**config.mk**
```make
export PLATFORM = sky130hd
export DESIGN_NAME = mem_access_top
export DESIGN_NICKNAME = d
export VERILOG_FILES = /design/src/biu_pkg.sv /design/src/mem_xlate_stage.sv /design/src/pma_regs.sv /design/src/pma_check.sv /design/src/biu_issue.sv /design/src/mem_access_top.sv
export SDC_FILE = /design/constraint.sdc
export NUM_CORES = 1
export LEC_CHECK = 0
export BUFFER_PORTS_ARGS = -buffer_cell sky130_fd_sc_hd__buf_2
export CAP_MARGIN = 20
export CORE_MARGIN = 3
export CORE_UTILIZATION = 60
export DETAILED_ROUTE_END_ITERATION = 16
export PLACE_DENSITY_LB_ADDON = 0.15
export SYNTH_ARGS = -nofsm -noshare
export SYNTH_HDL_FRONTEND = slang
export SYNTH_SLANG_ARGS = --single-unit
```
**constraint.sdc**
```tcl
create_clock -name clk_i -period 8.15 [get_ports clk_i]
set_clock_uncertainty 0.15 [all_clocks]
set_input_delay 1.63 -clock clk_i [delete_from_list [all_inputs] [get_ports clk_i]]
set_output_delay 1.63 -clock clk_i [all_outputs]
set_load 0.01 [all_outputs]
```
**src/biu_pkg.sv**
```systemverilog
/* Memory access front-end types */

`default_nettype none

package biu_pkg;

  //////////////////////////////////////////////////
  // Widths
  //////////////////////////////////////////////////

  // Virtual address width of the core
  localparam int XLEN = 32;

  // Physical address width on the bus side
  localparam int PLEN = 34;

  // Number of physical memory attribute regions
  localparam int NUM_REGIONS = 4;

  typedef logic [XLEN-1:0]                vadr_t;
  typedef logic [PLEN-1:0]                padr_t;
  typedef logic [3:0]                     byte_en_t;
  typedef logic [$clog2(NUM_REGIONS)-1:0] region_idx_t;

  //////////////////////////////////////////////////
  // Access size and request types
  //////////////////////////////////////////////////

  typedef enum logic [1:0] {
    BYTE  = 2'b00,
    HWORD = 2'b01,
    WORD  = 2'b10,
    DWORD = 2'b11
  } biu_size_t;

  // Request as issued by the CPU
  typedef struct packed {
    vadr_t     adr;
    biu_size_t size;
    logic      lock;
    logic      we;
    logic      cm_clean;
    logic      cm_invalidate;
  } cpu_req_t;

  // Same request after translation
  typedef struct packed {
    padr_t     adr;
    biu_size_t size;
    logic      lock;
    logic      we;
    logic      cm_clean;
    logic      cm_invalidate;
  } phys_req_t;

  //////////////////////////////////////////////////
  // PMA types
  //////////////////////////////////////////////////

  // Limit is inclusive
  typedef struct packed {
    logic  valid;
    padr_t base;
    padr_t limit;
    logic  readable;
    logic  writable;
    logic  cacheable;
  } pma_region_t;

  typedef struct packed {
    logic hit;
    logic readable;
    logic writable;
    logic cacheable;
  } pma_attr_t;

  //////////////////////////////////////////////////
  // Bus and fault types
  //////////////////////////////////////////////////

  // Word aligned address with byte lanes
  typedef struct packed {
    padr_t    adr;
    byte_en_t be;
    logic     we;
    logic     lock;
    logic     cacheable;
    logic     cm_clean;
    logic     cm_invalidate;
  } bus_req_t;

  typedef enum logic [1:0] {
    FLT_NONE       = 2'b00,
    FLT_MISALIGNED = 2'b01,
    FLT_ACCESS     = 2'b10
  } fault_cause_t;

  typedef struct packed {
    fault_cause_t cause;
    padr_t        adr;
  } fault_t;

endpackage

`default_nettype wire

```
**src/mem_xlate_stage.sv**
```systemverilog
/* No-MMU address translation */

`timescale 1ns/10ps
`default_nettype none

module mem_xlate_stage
  import biu_pkg::*;
(
  input  wire logic      clk_i,
  input  wire logic      rst_ni,
  input  wire logic      stall_i,
  input  wire logic      flush_i,
  input  wire logic      req_i,
  input  wire cpu_req_t  cpu_req_i,
  output      logic      req_o,
  output      phys_req_t phys_o
);

  //////////////////////////////////////////////////
  // Address mapping
  //////////////////////////////////////////////////

  // Identity map, upper physical bits are zero
  padr_t padr;

  assign padr = {{(PLEN-XLEN){1'b0}}, cpu_req_i.adr};

  //////////////////////////////////////////////////
  // Request strobe
  //////////////////////////////////////////////////

  // Flush drops the request in this stage
  always_ff @(posedge clk_i or negedge rst_ni)
  begin
    if (!rst_ni)
    begin
      req_o <= 1'b0;
    end
    else if (flush_i)
    begin
      req_o <= 1'b0;
    end
    else if (!stall_i)
    begin
      req_o <= req_i;
    end
  end

  //////////////////////////////////////////////////
  // Request fields
  //////////////////////////////////////////////////

  // A TLB lookup would replace this register later
  always_ff @(posedge clk_i)
  begin
    if (!stall_i)
    begin
      phys_o.adr           <= padr;
      phys_o.size          <= cpu_req_i.size;
      phys_o.lock          <= cpu_req_i.lock;
      phys_o.we            <= cpu_req_i.we;
      phys_o.cm_clean      <= cpu_req_i.cm_clean;
      phys_o.cm_invalidate <= cpu_req_i.cm_invalidate;
    end
  end

endmodule

`default_nettype wire

```
**src/pma_regs.sv**
```systemverilog
/* PMA region configuration */

`timescale 1ns/10ps
`default_nettype none

module pma_regs
  import biu_pkg::*;
(
  input  wire logic                          clk_i,
  input  wire logic                          rst_ni,
  input  wire logic                          cfg_we_i,
  input  wire region_idx_t                   cfg_idx_i,
  input  wire pma_region_t                   cfg_region_i,
  output      pma_region_t [NUM_REGIONS-1:0] regions_o
);

  //////////////////////////////////////////////////
  // Region storage
  //////////////////////////////////////////////////

  // Valid bits, cleared so every access faults after reset
  logic [NUM_REGIONS-1:0] valid_q;

  // Address ranges
  padr_t base_q  [NUM_REGIONS];
  padr_t limit_q [NUM_REGIONS];

  // Attribute bits per region
  logic [NUM_REGIONS-1:0] rd_q;
  logic [NUM_REGIONS-1:0] wr_q;
  logic [NUM_REGIONS-1:0] cache_q;

  //////////////////////////////////////////////////
  // Config writes
  //////////////////////////////////////////////////

  always_ff @(posedge clk_i or negedge rst_ni)
  begin
    if (!rst_ni)
    begin
      valid_q <= '0;
    end
    else if (cfg_we_i)
    begin
      valid_q[cfg_idx_i] <= cfg_region_i.valid;
    end
  end

  // Range and attributes follow the same strobe
  always_ff @(posedge clk_i)
  begin
    if (cfg_we_i)
    begin
      base_q[cfg_idx_i]  <= cfg_region_i.base;
      limit_q[cfg_idx_i] <= cfg_region_i.limit;
      rd_q[cfg_idx_i]    <= cfg_region_i.readable;
      wr_q[cfg_idx_i]    <= cfg_region_i.writable;
      cache_q[cfg_idx_i] <= cfg_region_i.cacheable;
    end
  end

  //////////////////////////////////////////////////
  // Read side
  //////////////////////////////////////////////////

  // Descriptors are visible without delay
  always_comb
  begin
    for (int i = 0; i < NUM_REGIONS; i++)
    begin
      regions_o[i].valid     = valid_q[i];
      regions_o[i].base      = base_q[i];
      regions_o[i].limit     = limit_q[i];
      regions_o[i].readable  = rd_q[i];
      regions_o[i].writable  = wr_q[i];
      regions_o[i].cacheable = cache_q[i];
    end
  end

endmodule

`default_nettype wire

```
**src/pma_check.sv**
```systemverilog
/* PMA region matcher */

`timescale 1ns/10ps
`default_nettype none

module pma_check
  import biu_pkg::*;
(
  input  wire padr_t                         adr_i,
  input  wire pma_region_t [NUM_REGIONS-1:0] regions_i,
  output      pma_attr_t                     attr_o
);

  //////////////////////////////////////////////////
  // Range compare
  //////////////////////////////////////////////////

  // One match bit per region, all regions in parallel
  logic [NUM_REGIONS-1:0] match;

  always_comb
  begin
    for (int i = 0; i < NUM_REGIONS; i++)
    begin
      // Base and limit are both inclusive
      match[i] = regions_i[i].valid &&
                 (adr_i >= regions_i[i].base) &&
                 (adr_i <= regions_i[i].limit);
    end
  end

  //////////////////////////////////////////////////
  // Priority select
  //////////////////////////////////////////////////

  // Index of the winning region
  region_idx_t sel_idx;

  // Walk downward so the lowest index wins
  always_comb
  begin
    sel_idx = '0;
    for (int i = NUM_REGIONS - 1; i >= 0; i--)
    begin
      if (match[i])
      begin
        sel_idx = region_idx_t'(i);
      end
    end
  end

  //////////////////////////////////////////////////
  // Attribute output
  //////////////////////////////////////////////////

  // Without a hit all permissions read as zero
  always_comb
  begin
    attr_o.hit       = |match;
    attr_o.readable  = 1'b0;
    attr_o.writable  = 1'b0;
    attr_o.cacheable = 1'b0;
    if (|match)
    begin
      attr_o.readable  = regions_i[sel_idx].readable;
      attr_o.writable  = regions_i[sel_idx].writable;
      attr_o.cacheable = regions_i[sel_idx].cacheable;
    end
  end

endmodule

`default_nettype wire

```
**src/biu_issue.sv**
```systemverilog
/* Bus issue and fault stage */

`timescale 1ns/10ps
`default_nettype none

module biu_issue
  import biu_pkg::*;
(
  input  wire logic      clk_i,
  input  wire logic      rst_ni,
  input  wire logic      stall_i,
  input  wire logic      flush_i,
  input  wire logic      req_i,
  input  wire phys_req_t phys_i,
  input  wire pma_attr_t attr_i,
  output      logic      bus_req_o,
  output      bus_req_t  bus_o,
  output      logic      fault_o,
  output      fault_t    fault_info_o
);

  //////////////////////////////////////////////////
  // Request classification
  //////////////////////////////////////////////////

  logic         cm_op;
  logic         misaligned;
  logic         perm_fail;
  byte_en_t     be_base;
  fault_cause_t cause;
  bus_req_t     bus_d;

  // Cache maintenance skips alignment and permissions
  assign cm_op = phys_i.cm_clean | phys_i.cm_invalidate;

  // Alignment check and unshifted lane mask
  always_comb
  begin
    case (phys_i.size)
      BYTE:
      begin
        misaligned = 1'b0;
        be_base    = 4'b0001;
      end
      HWORD:
      begin
        misaligned = phys_i.adr[0];
        be_base    = 4'b0011;
      end
      WORD:
      begin
        misaligned = |phys_i.adr[1:0];
        be_base    = 4'b1111;
      end
      default:
      begin
        misaligned = 1'b1;
        be_base    = 4'b0000;
      end
    endcase
  end

  // Missing region or missing read/write right
  assign perm_fail = !attr_i.hit ||
                     ( phys_i.we && !attr_i.writable) ||
                     (!phys_i.we && !attr_i.readable);

  // Misalignment wins over an access fault
  always_comb
  begin
    if (cm_op)
      cause = attr_i.hit ? FLT_NONE : FLT_ACCESS;
    else if (misaligned)
      cause = FLT_MISALIGNED;
    else if (perm_fail)
      cause = FLT_ACCESS;
    else
      cause = FLT_NONE;
  end

  //////////////////////////////////////////////////
  // Bus request build
  //////////////////////////////////////////////////

  always_comb
  begin
    bus_d.adr           = {phys_i.adr[PLEN-1:2], 2'b00};
    bus_d.be            = cm_op ? '0 : byte_en_t'(be_base << phys_i.adr[1:0]);
    bus_d.we            = phys_i.we;
    bus_d.lock          = phys_i.lock;
    bus_d.cacheable     = attr_i.cacheable;
    bus_d.cm_clean      = phys_i.cm_clean;
    bus_d.cm_invalidate = phys_i.cm_invalidate;
  end

  //////////////////////////////////////////////////
  // Output registers
  //////////////////////////////////////////////////

  // Exactly one strobe per request and none after a flush
  always_ff @(posedge clk_i or negedge rst_ni)
  begin
    if (!rst_ni)
    begin
      bus_req_o <= 1'b0;
      fault_o   <= 1'b0;
    end
    else if (flush_i)
    begin
      bus_req_o <= 1'b0;
      fault_o   <= 1'b0;
    end
    else if (!stall_i)
    begin
      bus_req_o <= req_i && (cause == FLT_NONE);
      fault_o   <= req_i && (cause != FLT_NONE);
    end
  end

  // Fault address keeps the raw physical address
  always_ff @(posedge clk_i)
  begin
    if (!stall_i)
    begin
      bus_o              <= bus_d;
      fault_info_o.cause <= cause;
      fault_info_o.adr   <= phys_i.adr;
    end
  end

endmodule

`default_nettype wire

```
**src/mem_access_top.sv**
```systemverilog
/* Memory access front-end top */

`timescale 1ns/10ps
`default_nettype none

module mem_access_top
  import biu_pkg::*;
(
  input  wire logic        clk_i,
  input  wire logic        rst_ni,
  input  wire logic        stall_i,
  input  wire logic        flush_i,
  input  wire logic        req_i,
  input  wire logic        cfg_we_i,
  input  wire cpu_req_t    cpu_req_i,
  input  wire region_idx_t cfg_idx_i,
  input  wire pma_region_t cfg_region_i,
  output      logic        bus_req_o,
  output      bus_req_t    bus_o,
  output      logic        fault_o,
  output      fault_t      fault_info_o
);

  //////////////////////////////////////////////////
  // Pipeline wires
  //////////////////////////////////////////////////

  // Translated request between the two stages
  logic      xl_req;
  phys_req_t xl_phys;

  // Region table and match result
  pma_region_t [NUM_REGIONS-1:0] regions;
  pma_attr_t                     attr;

  //////////////////////////////////////////////////
  // Stage 1, translation
  //////////////////////////////////////////////////

  mem_xlate_stage u_xlate (
    .clk_i     (clk_i),
    .rst_ni    (rst_ni),
    .stall_i   (stall_i),
    .flush_i   (flush_i),
    .req_i     (req_i),
    .cpu_req_i (cpu_req_i),
    .req_o     (xl_req),
    .phys_o    (xl_phys)
  );

  // Region descriptors, written by software
  pma_regs u_pma_regs (
    .clk_i        (clk_i),
    .rst_ni       (rst_ni),
    .cfg_we_i     (cfg_we_i),
    .cfg_idx_i    (cfg_idx_i),
    .cfg_region_i (cfg_region_i),
    .regions_o    (regions)
  );

  // Attribute lookup on the translated address
  pma_check u_pma_check (
    .adr_i     (xl_phys.adr),
    .regions_i (regions),
    .attr_o    (attr)
  );

  //////////////////////////////////////////////////
  // Stage 2, issue
  //////////////////////////////////////////////////

  biu_issue u_issue (
    .clk_i        (clk_i),
    .rst_ni       (rst_ni),
    .stall_i      (stall_i),
    .flush_i      (flush_i),
    .req_i        (xl_req),
    .phys_i       (xl_phys),
    .attr_i       (attr),
    .bus_req_o    (bus_req_o),
    .bus_o        (bus_o),
    .fault_o      (fault_o),
    .fault_info_o (fault_info_o)
  );

endmodule

`default_nettype wire

```
==> results by group <==
Placement
  • Number of placed cells counting well taps: 1949
  • Final HPWL from detailed placement: 29.5 mm
  • Number of I/O port buffers: 192
  • Final weighted congestion in routability-driven placement: 0.857

Detailed routing
  • Detailed-route vias per instance: 5.69
  • Detailed-route wire length per cell: 20.3 um
  • Post-DRT Antenna Nets: 0
  • Wire length after detailed routing: 41.0 mm
  • Drt pass-1 iters: 7
  • Residual DRC count: 0
  • Number of DRC markers after the initial detailed-route iteration: 839
  • Via Count: 11.5k

Worst setup path
  • CP required: 8410 ps
  • Number of buffer and inverter instances along the worst setup path: 0
  • Longest individual stage delay on the worst path: 710 ps
  • Crit path max-delay cell type: sky130_fd_sc_hd__a222oi_1
  • Critical path's most frequent cell: sky130_fd_sc_hd__o211ai_1
  • Setup crit start kind: flop
  • CP Capture Type: flop
  • Worst setup path startpoint: u_xlate.phys_o[37]
  • Top Family by Delay on Critical Path: compound AO/OA/AOI/OAI gates
  • CP Max Fanout: 9
  • Cell-by-cell trace of the critical path: ha_1 > a211oi_2 > o211ai_1 > a222oi_1 > o211ai_1 > o21ai_1 > and4b_2 > or3b_1 > a41oi_1 > o21ai_2 > a32o_1
  • Crit Path Class: reg -> reg
  • Worst flop-to-flop path startpoint: u_xlate.phys_o[37]
  • WP data arrival: 4470 ps

CTS
  • TritonCTS Buffers: 40
  • # hold bufs at CTS: 0
  • Maximum buffer depth of the clock tree: 3
  • Clock-pin slew reported for the worst setup and hold paths after clock tree synthesis: 60 ps
  • Clock latency at the later pin of the worst-skew pair: 530 ps
  • Sink Count: 372
  • Post-CTS setup buffer count: 0
  • Max H-tree Level: 2
  • TritonCTS clock tree: yes
  • Post-CTS Resized: 0
  • Library cell used as clock root buffer: sky130_fd_sc_hd__clkbuf_16

Final layout
  • Commonest cells after routing, fill and taps aside: sky130_fd_sc_hd__edfxtp_1 (365), sky130_fd_sc_hd__inv_1 (259), sky130_fd_sc_hd__ha_1 (259), sky130_fd_sc_hd__buf_2 (192), sky130_fd_sc_hd__a21oi_1 (97)
  • Number of non-filler instances in the completed layout: 2020
  • Antenna fix cells: 0
  • Final core occ: 69.8%
  • Fill cell count: 2160
  • FF+latch area: 11100 um2
  • Syn-to-layout area delta: 13.7%
  • Footprint of the multi-input gates: 5990 um2
  • Commonest non-fill, non-tap cell in the layout: sky130_fd_sc_hd__edfxtp_1
  • Final Net Count: 1978
  • Share of layout cells above drive strength 1: 16.9%

STA
  • Number of hold-slack violations in the final timing report: 0
  • Worst slew margin relative to its limit: 40.1%
  • Number of max-slew violations in the final report: 0
  • Post-route setup TNS: 0 ps
  • RSZ-0062 raised after global routing: no
  • Min Hold Slack: 276 ps
  • Final Critical Period: 4220 ps
  • Fin crit share: 51.7%
  • F_max: 0.237 GHz
  • Worst-Margin Slew: 899 ps
  • Final setup vio count: 0

Die
  • Initial core utilization: 61.4%
  • Total Die Area: 32700 um2
  • DIE HEIGHT: 181 um
  • Standard cell core area: 29900 um2
  • I/O pin total: 199
  • Site row count: 63
  • Die width: 181 um

Worst hold path
  • Class of the tightest hold or removal check: reg -> reg
  • Worst hold start: u_xlate.phys_o[3]

Yosys
  • Instance count of the mapped netlist: 1392
  • Ys Warns: 0
  • Post-synthesis sequential area ratio: 60.7%
  • Most used flip-flop cell after synthesis: sky130_fd_sc_hd__edfxtp_1
  • Synthesized area per cell: 13.2 um2
  • Post-Syn Area: 18300 um2
  • Ys async rst share: 1.88%
  • Synth Register Bits: 372
  • Cell variety after synth: 67
  • Number of synthesized flops with an enable pin: 365

Pwr
  • Worst IR drop on VDD: 0.177 mV
  • Cell internal pwr: 3.44 mW
  • Total chip power: 4.53 mW
  • Power density over the cells: 217 nW/um2
  • Power dissipated by switching net loads: 1.09 mW
  • Proportion of power drawn by combinational gates: 11.0%
  • Cell leakage power: 9.18 nW
  • Sequential group share of total power: 50.6%
  • Sw Share: 24.1%
  • Relative contribution of the clock network to total power: 38.4%

Global routing
  • Wire length of the first global-routing pass: 63.9 mm
  • Antenna violations before repair: 4
  • Most Used Layer, Global Route: met2
  • Global router's overall resource usage: 25.1%
  • Met1 usage in global routing: 34.5%
  • Met2 Usage GRT: 42.3%
  • Gr ovfl total: 0
  • Global Route met3 Usage: 3.72%
  • Largest net degree at the start of global routing: 57
  • Via count of the first global-routing pass: 11.7k

Flow run
  • # Max-Cap Violations: 0

Run status
  • Run status: complete, no violations
[sequential cells by signal, summed over array words and instances (netlist names)]
register              flops
u_xlate.req_o             1
u_pma_regs.base_q       136
u_issue.fault_info_o     34
u_issue.bus_o             9
u_pma_regs.cache_q        4
u_pma_regs.valid_q        4
u_pma_regs.rd_q           4
u_xlate.phys_o           38
u_pma_regs.wr_q           4
u_issue.bus_req_o         1
u_pma_regs.limit_q      136
u_issue.fault_o           1
[metrics by stage]
stage / setup WS (ps) / cell area (um2)
2_1_floorplan: 202 / 18400
3_3_place_gp: 4060 / 19600
3_5_place_dp: 4010 / 19600
4_1_cts: 3970 / 20800
5_1_grt: 3730 / 20800
6_report: 3930 / 20800
[cells by family (layout without fill, tap and decap cells)]
logic type	Yosys count	after routing	synth area share, %
adder cells (fa/ha/maj)	259	259	17.7
buffers and inverters	297	530	6.82
other	1	6	0.0204
flip-flops	372	372	60.7
multiplexers	8	8	0.471
AO/OA/AOI/OAI	229	229	7.74
AND/OR/NAND/NOR	226	226	6.55
[routing by layer]
layer / share of wire, % / wire length, um
met5: 0.12 / 50
met4: 2.1 / 875
met3: 6.5 / 2660
met2: 48 / 19800
met1: 43 / 17600
[cell usage after synthesis, types with 2 or more instances]
| cell | number | area [um2] |
|---|---|---|
| sky130_fd_sc_hd__a211o_1 | 2 | 17.5 |
| sky130_fd_sc_hd__a211oi_1 | 13 | 97.6 |
| sky130_fd_sc_hd__a21boi_0 | 3 | 22.5 |
| sky130_fd_sc_hd__a21o_1 | 21 | 158 |
| sky130_fd_sc_hd__a21oi_1 | 97 | 485 |
| sky130_fd_sc_hd__a221oi_1 | 6 | 52.6 |
| sky130_fd_sc_hd__a22oi_1 | 2 | 15.0 |
| sky130_fd_sc_hd__a311oi_1 | 3 | 26.3 |
| sky130_fd_sc_hd__a31oi_1 | 4 | 25.0 |
| sky130_fd_sc_hd__and3_1 | 3 | 18.8 |
| sky130_fd_sc_hd__and3b_1 | 2 | 17.5 |
| sky130_fd_sc_hd__and4_1 | 7 | 61.3 |
| sky130_fd_sc_hd__buf_4 | 36 | 270 |
| sky130_fd_sc_hd__dfrtp_1 | 7 | 175 |
| sky130_fd_sc_hd__edfxtp_1 | 365 | 11000 |
| sky130_fd_sc_hd__ha_1 | 259 | 3240 |
| sky130_fd_sc_hd__inv_1 | 260 | 976 |
| sky130_fd_sc_hd__mux2_2 | 4 | 45.0 |
| sky130_fd_sc_hd__mux2i_1 | 3 | 30.0 |
| sky130_fd_sc_hd__nand2_1 | 63 | 236 |
| sky130_fd_sc_hd__nand2b_1 | 7 | 43.8 |
| sky130_fd_sc_hd__nand3_1 | 18 | 90.1 |
| sky130_fd_sc_hd__nand3b_1 | 2 | 15.0 |
| sky130_fd_sc_hd__nand4_1 | 43 | 269 |
| sky130_fd_sc_hd__nor2_1 | 40 | 150 |
| sky130_fd_sc_hd__nor2b_1 | 5 | 31.3 |
| sky130_fd_sc_hd__nor3_1 | 7 | 35.0 |
| sky130_fd_sc_hd__nor3b_1 | 3 | 22.5 |
| sky130_fd_sc_hd__nor4_1 | 9 | 56.3 |
| sky130_fd_sc_hd__o211ai_1 | 7 | 52.6 |
| sky130_fd_sc_hd__o21a_1 | 7 | 52.6 |
| sky130_fd_sc_hd__o21ai_0 | 37 | 185 |
| sky130_fd_sc_hd__o21ai_1 | 2 | 10.0 |
| sky130_fd_sc_hd__o21bai_1 | 3 | 22.5 |
| sky130_fd_sc_hd__o22ai_1 | 2 | 12.5 |
| sky130_fd_sc_hd__o31ai_1 | 4 | 30.0 |
| sky130_fd_sc_hd__o41ai_1 | 3 | 26.3 |
| sky130_fd_sc_hd__or2_2 | 2 | 12.5 |
| sky130_fd_sc_hd__or3_1 | 2 | 12.5 |
| sky130_fd_sc_hd__or4b_1 | 2 | 20.0 |
[area by class of cell]
cell class,count,share of cell area (%)
inverters,260,4.69
flip-flops and latches,372,53.4
well taps,390,2.34
clock buffers,50,5.08
clock inverters,21,0.876
multi-input cells,728,28.7
repair buffers,199,4.84
[path summary, 6_finish.rpt]
| path | end | slack [ps] | cells past startpoint |
|---|---|---|---|
| min reg2reg | u_issue.bus_o[3] | 280 | 0 |
| max | u_issue.bus_req_o | 3930 | 11 |
| min in group asynchronous | u_pma_regs.valid_q[1] | 800 | 1 |
| max reg2reg | u_issue.bus_req_o | 3930 | 11 |
| min | u_issue.bus_o[3] | 280 | 0 |
| max in group asynchronous | u_pma_regs.valid_q[2] | 6880 | 1 |
[power groups by stage]
stage | registers [mW] | logic, mW | clock network, mW
after global routing | 2.30 | 0.566 | 1.84
after detailed placement | 2.33 | 0.494 | 0
after global placement | 2.33 | 0.477 | 0
final | 2.29 | 0.498 | 1.74
after CTS | 2.29 | 0.500 | 1.76
after floorplan | 2.32 | 0.308 | 0
Power figures use the tool's default switching activity.
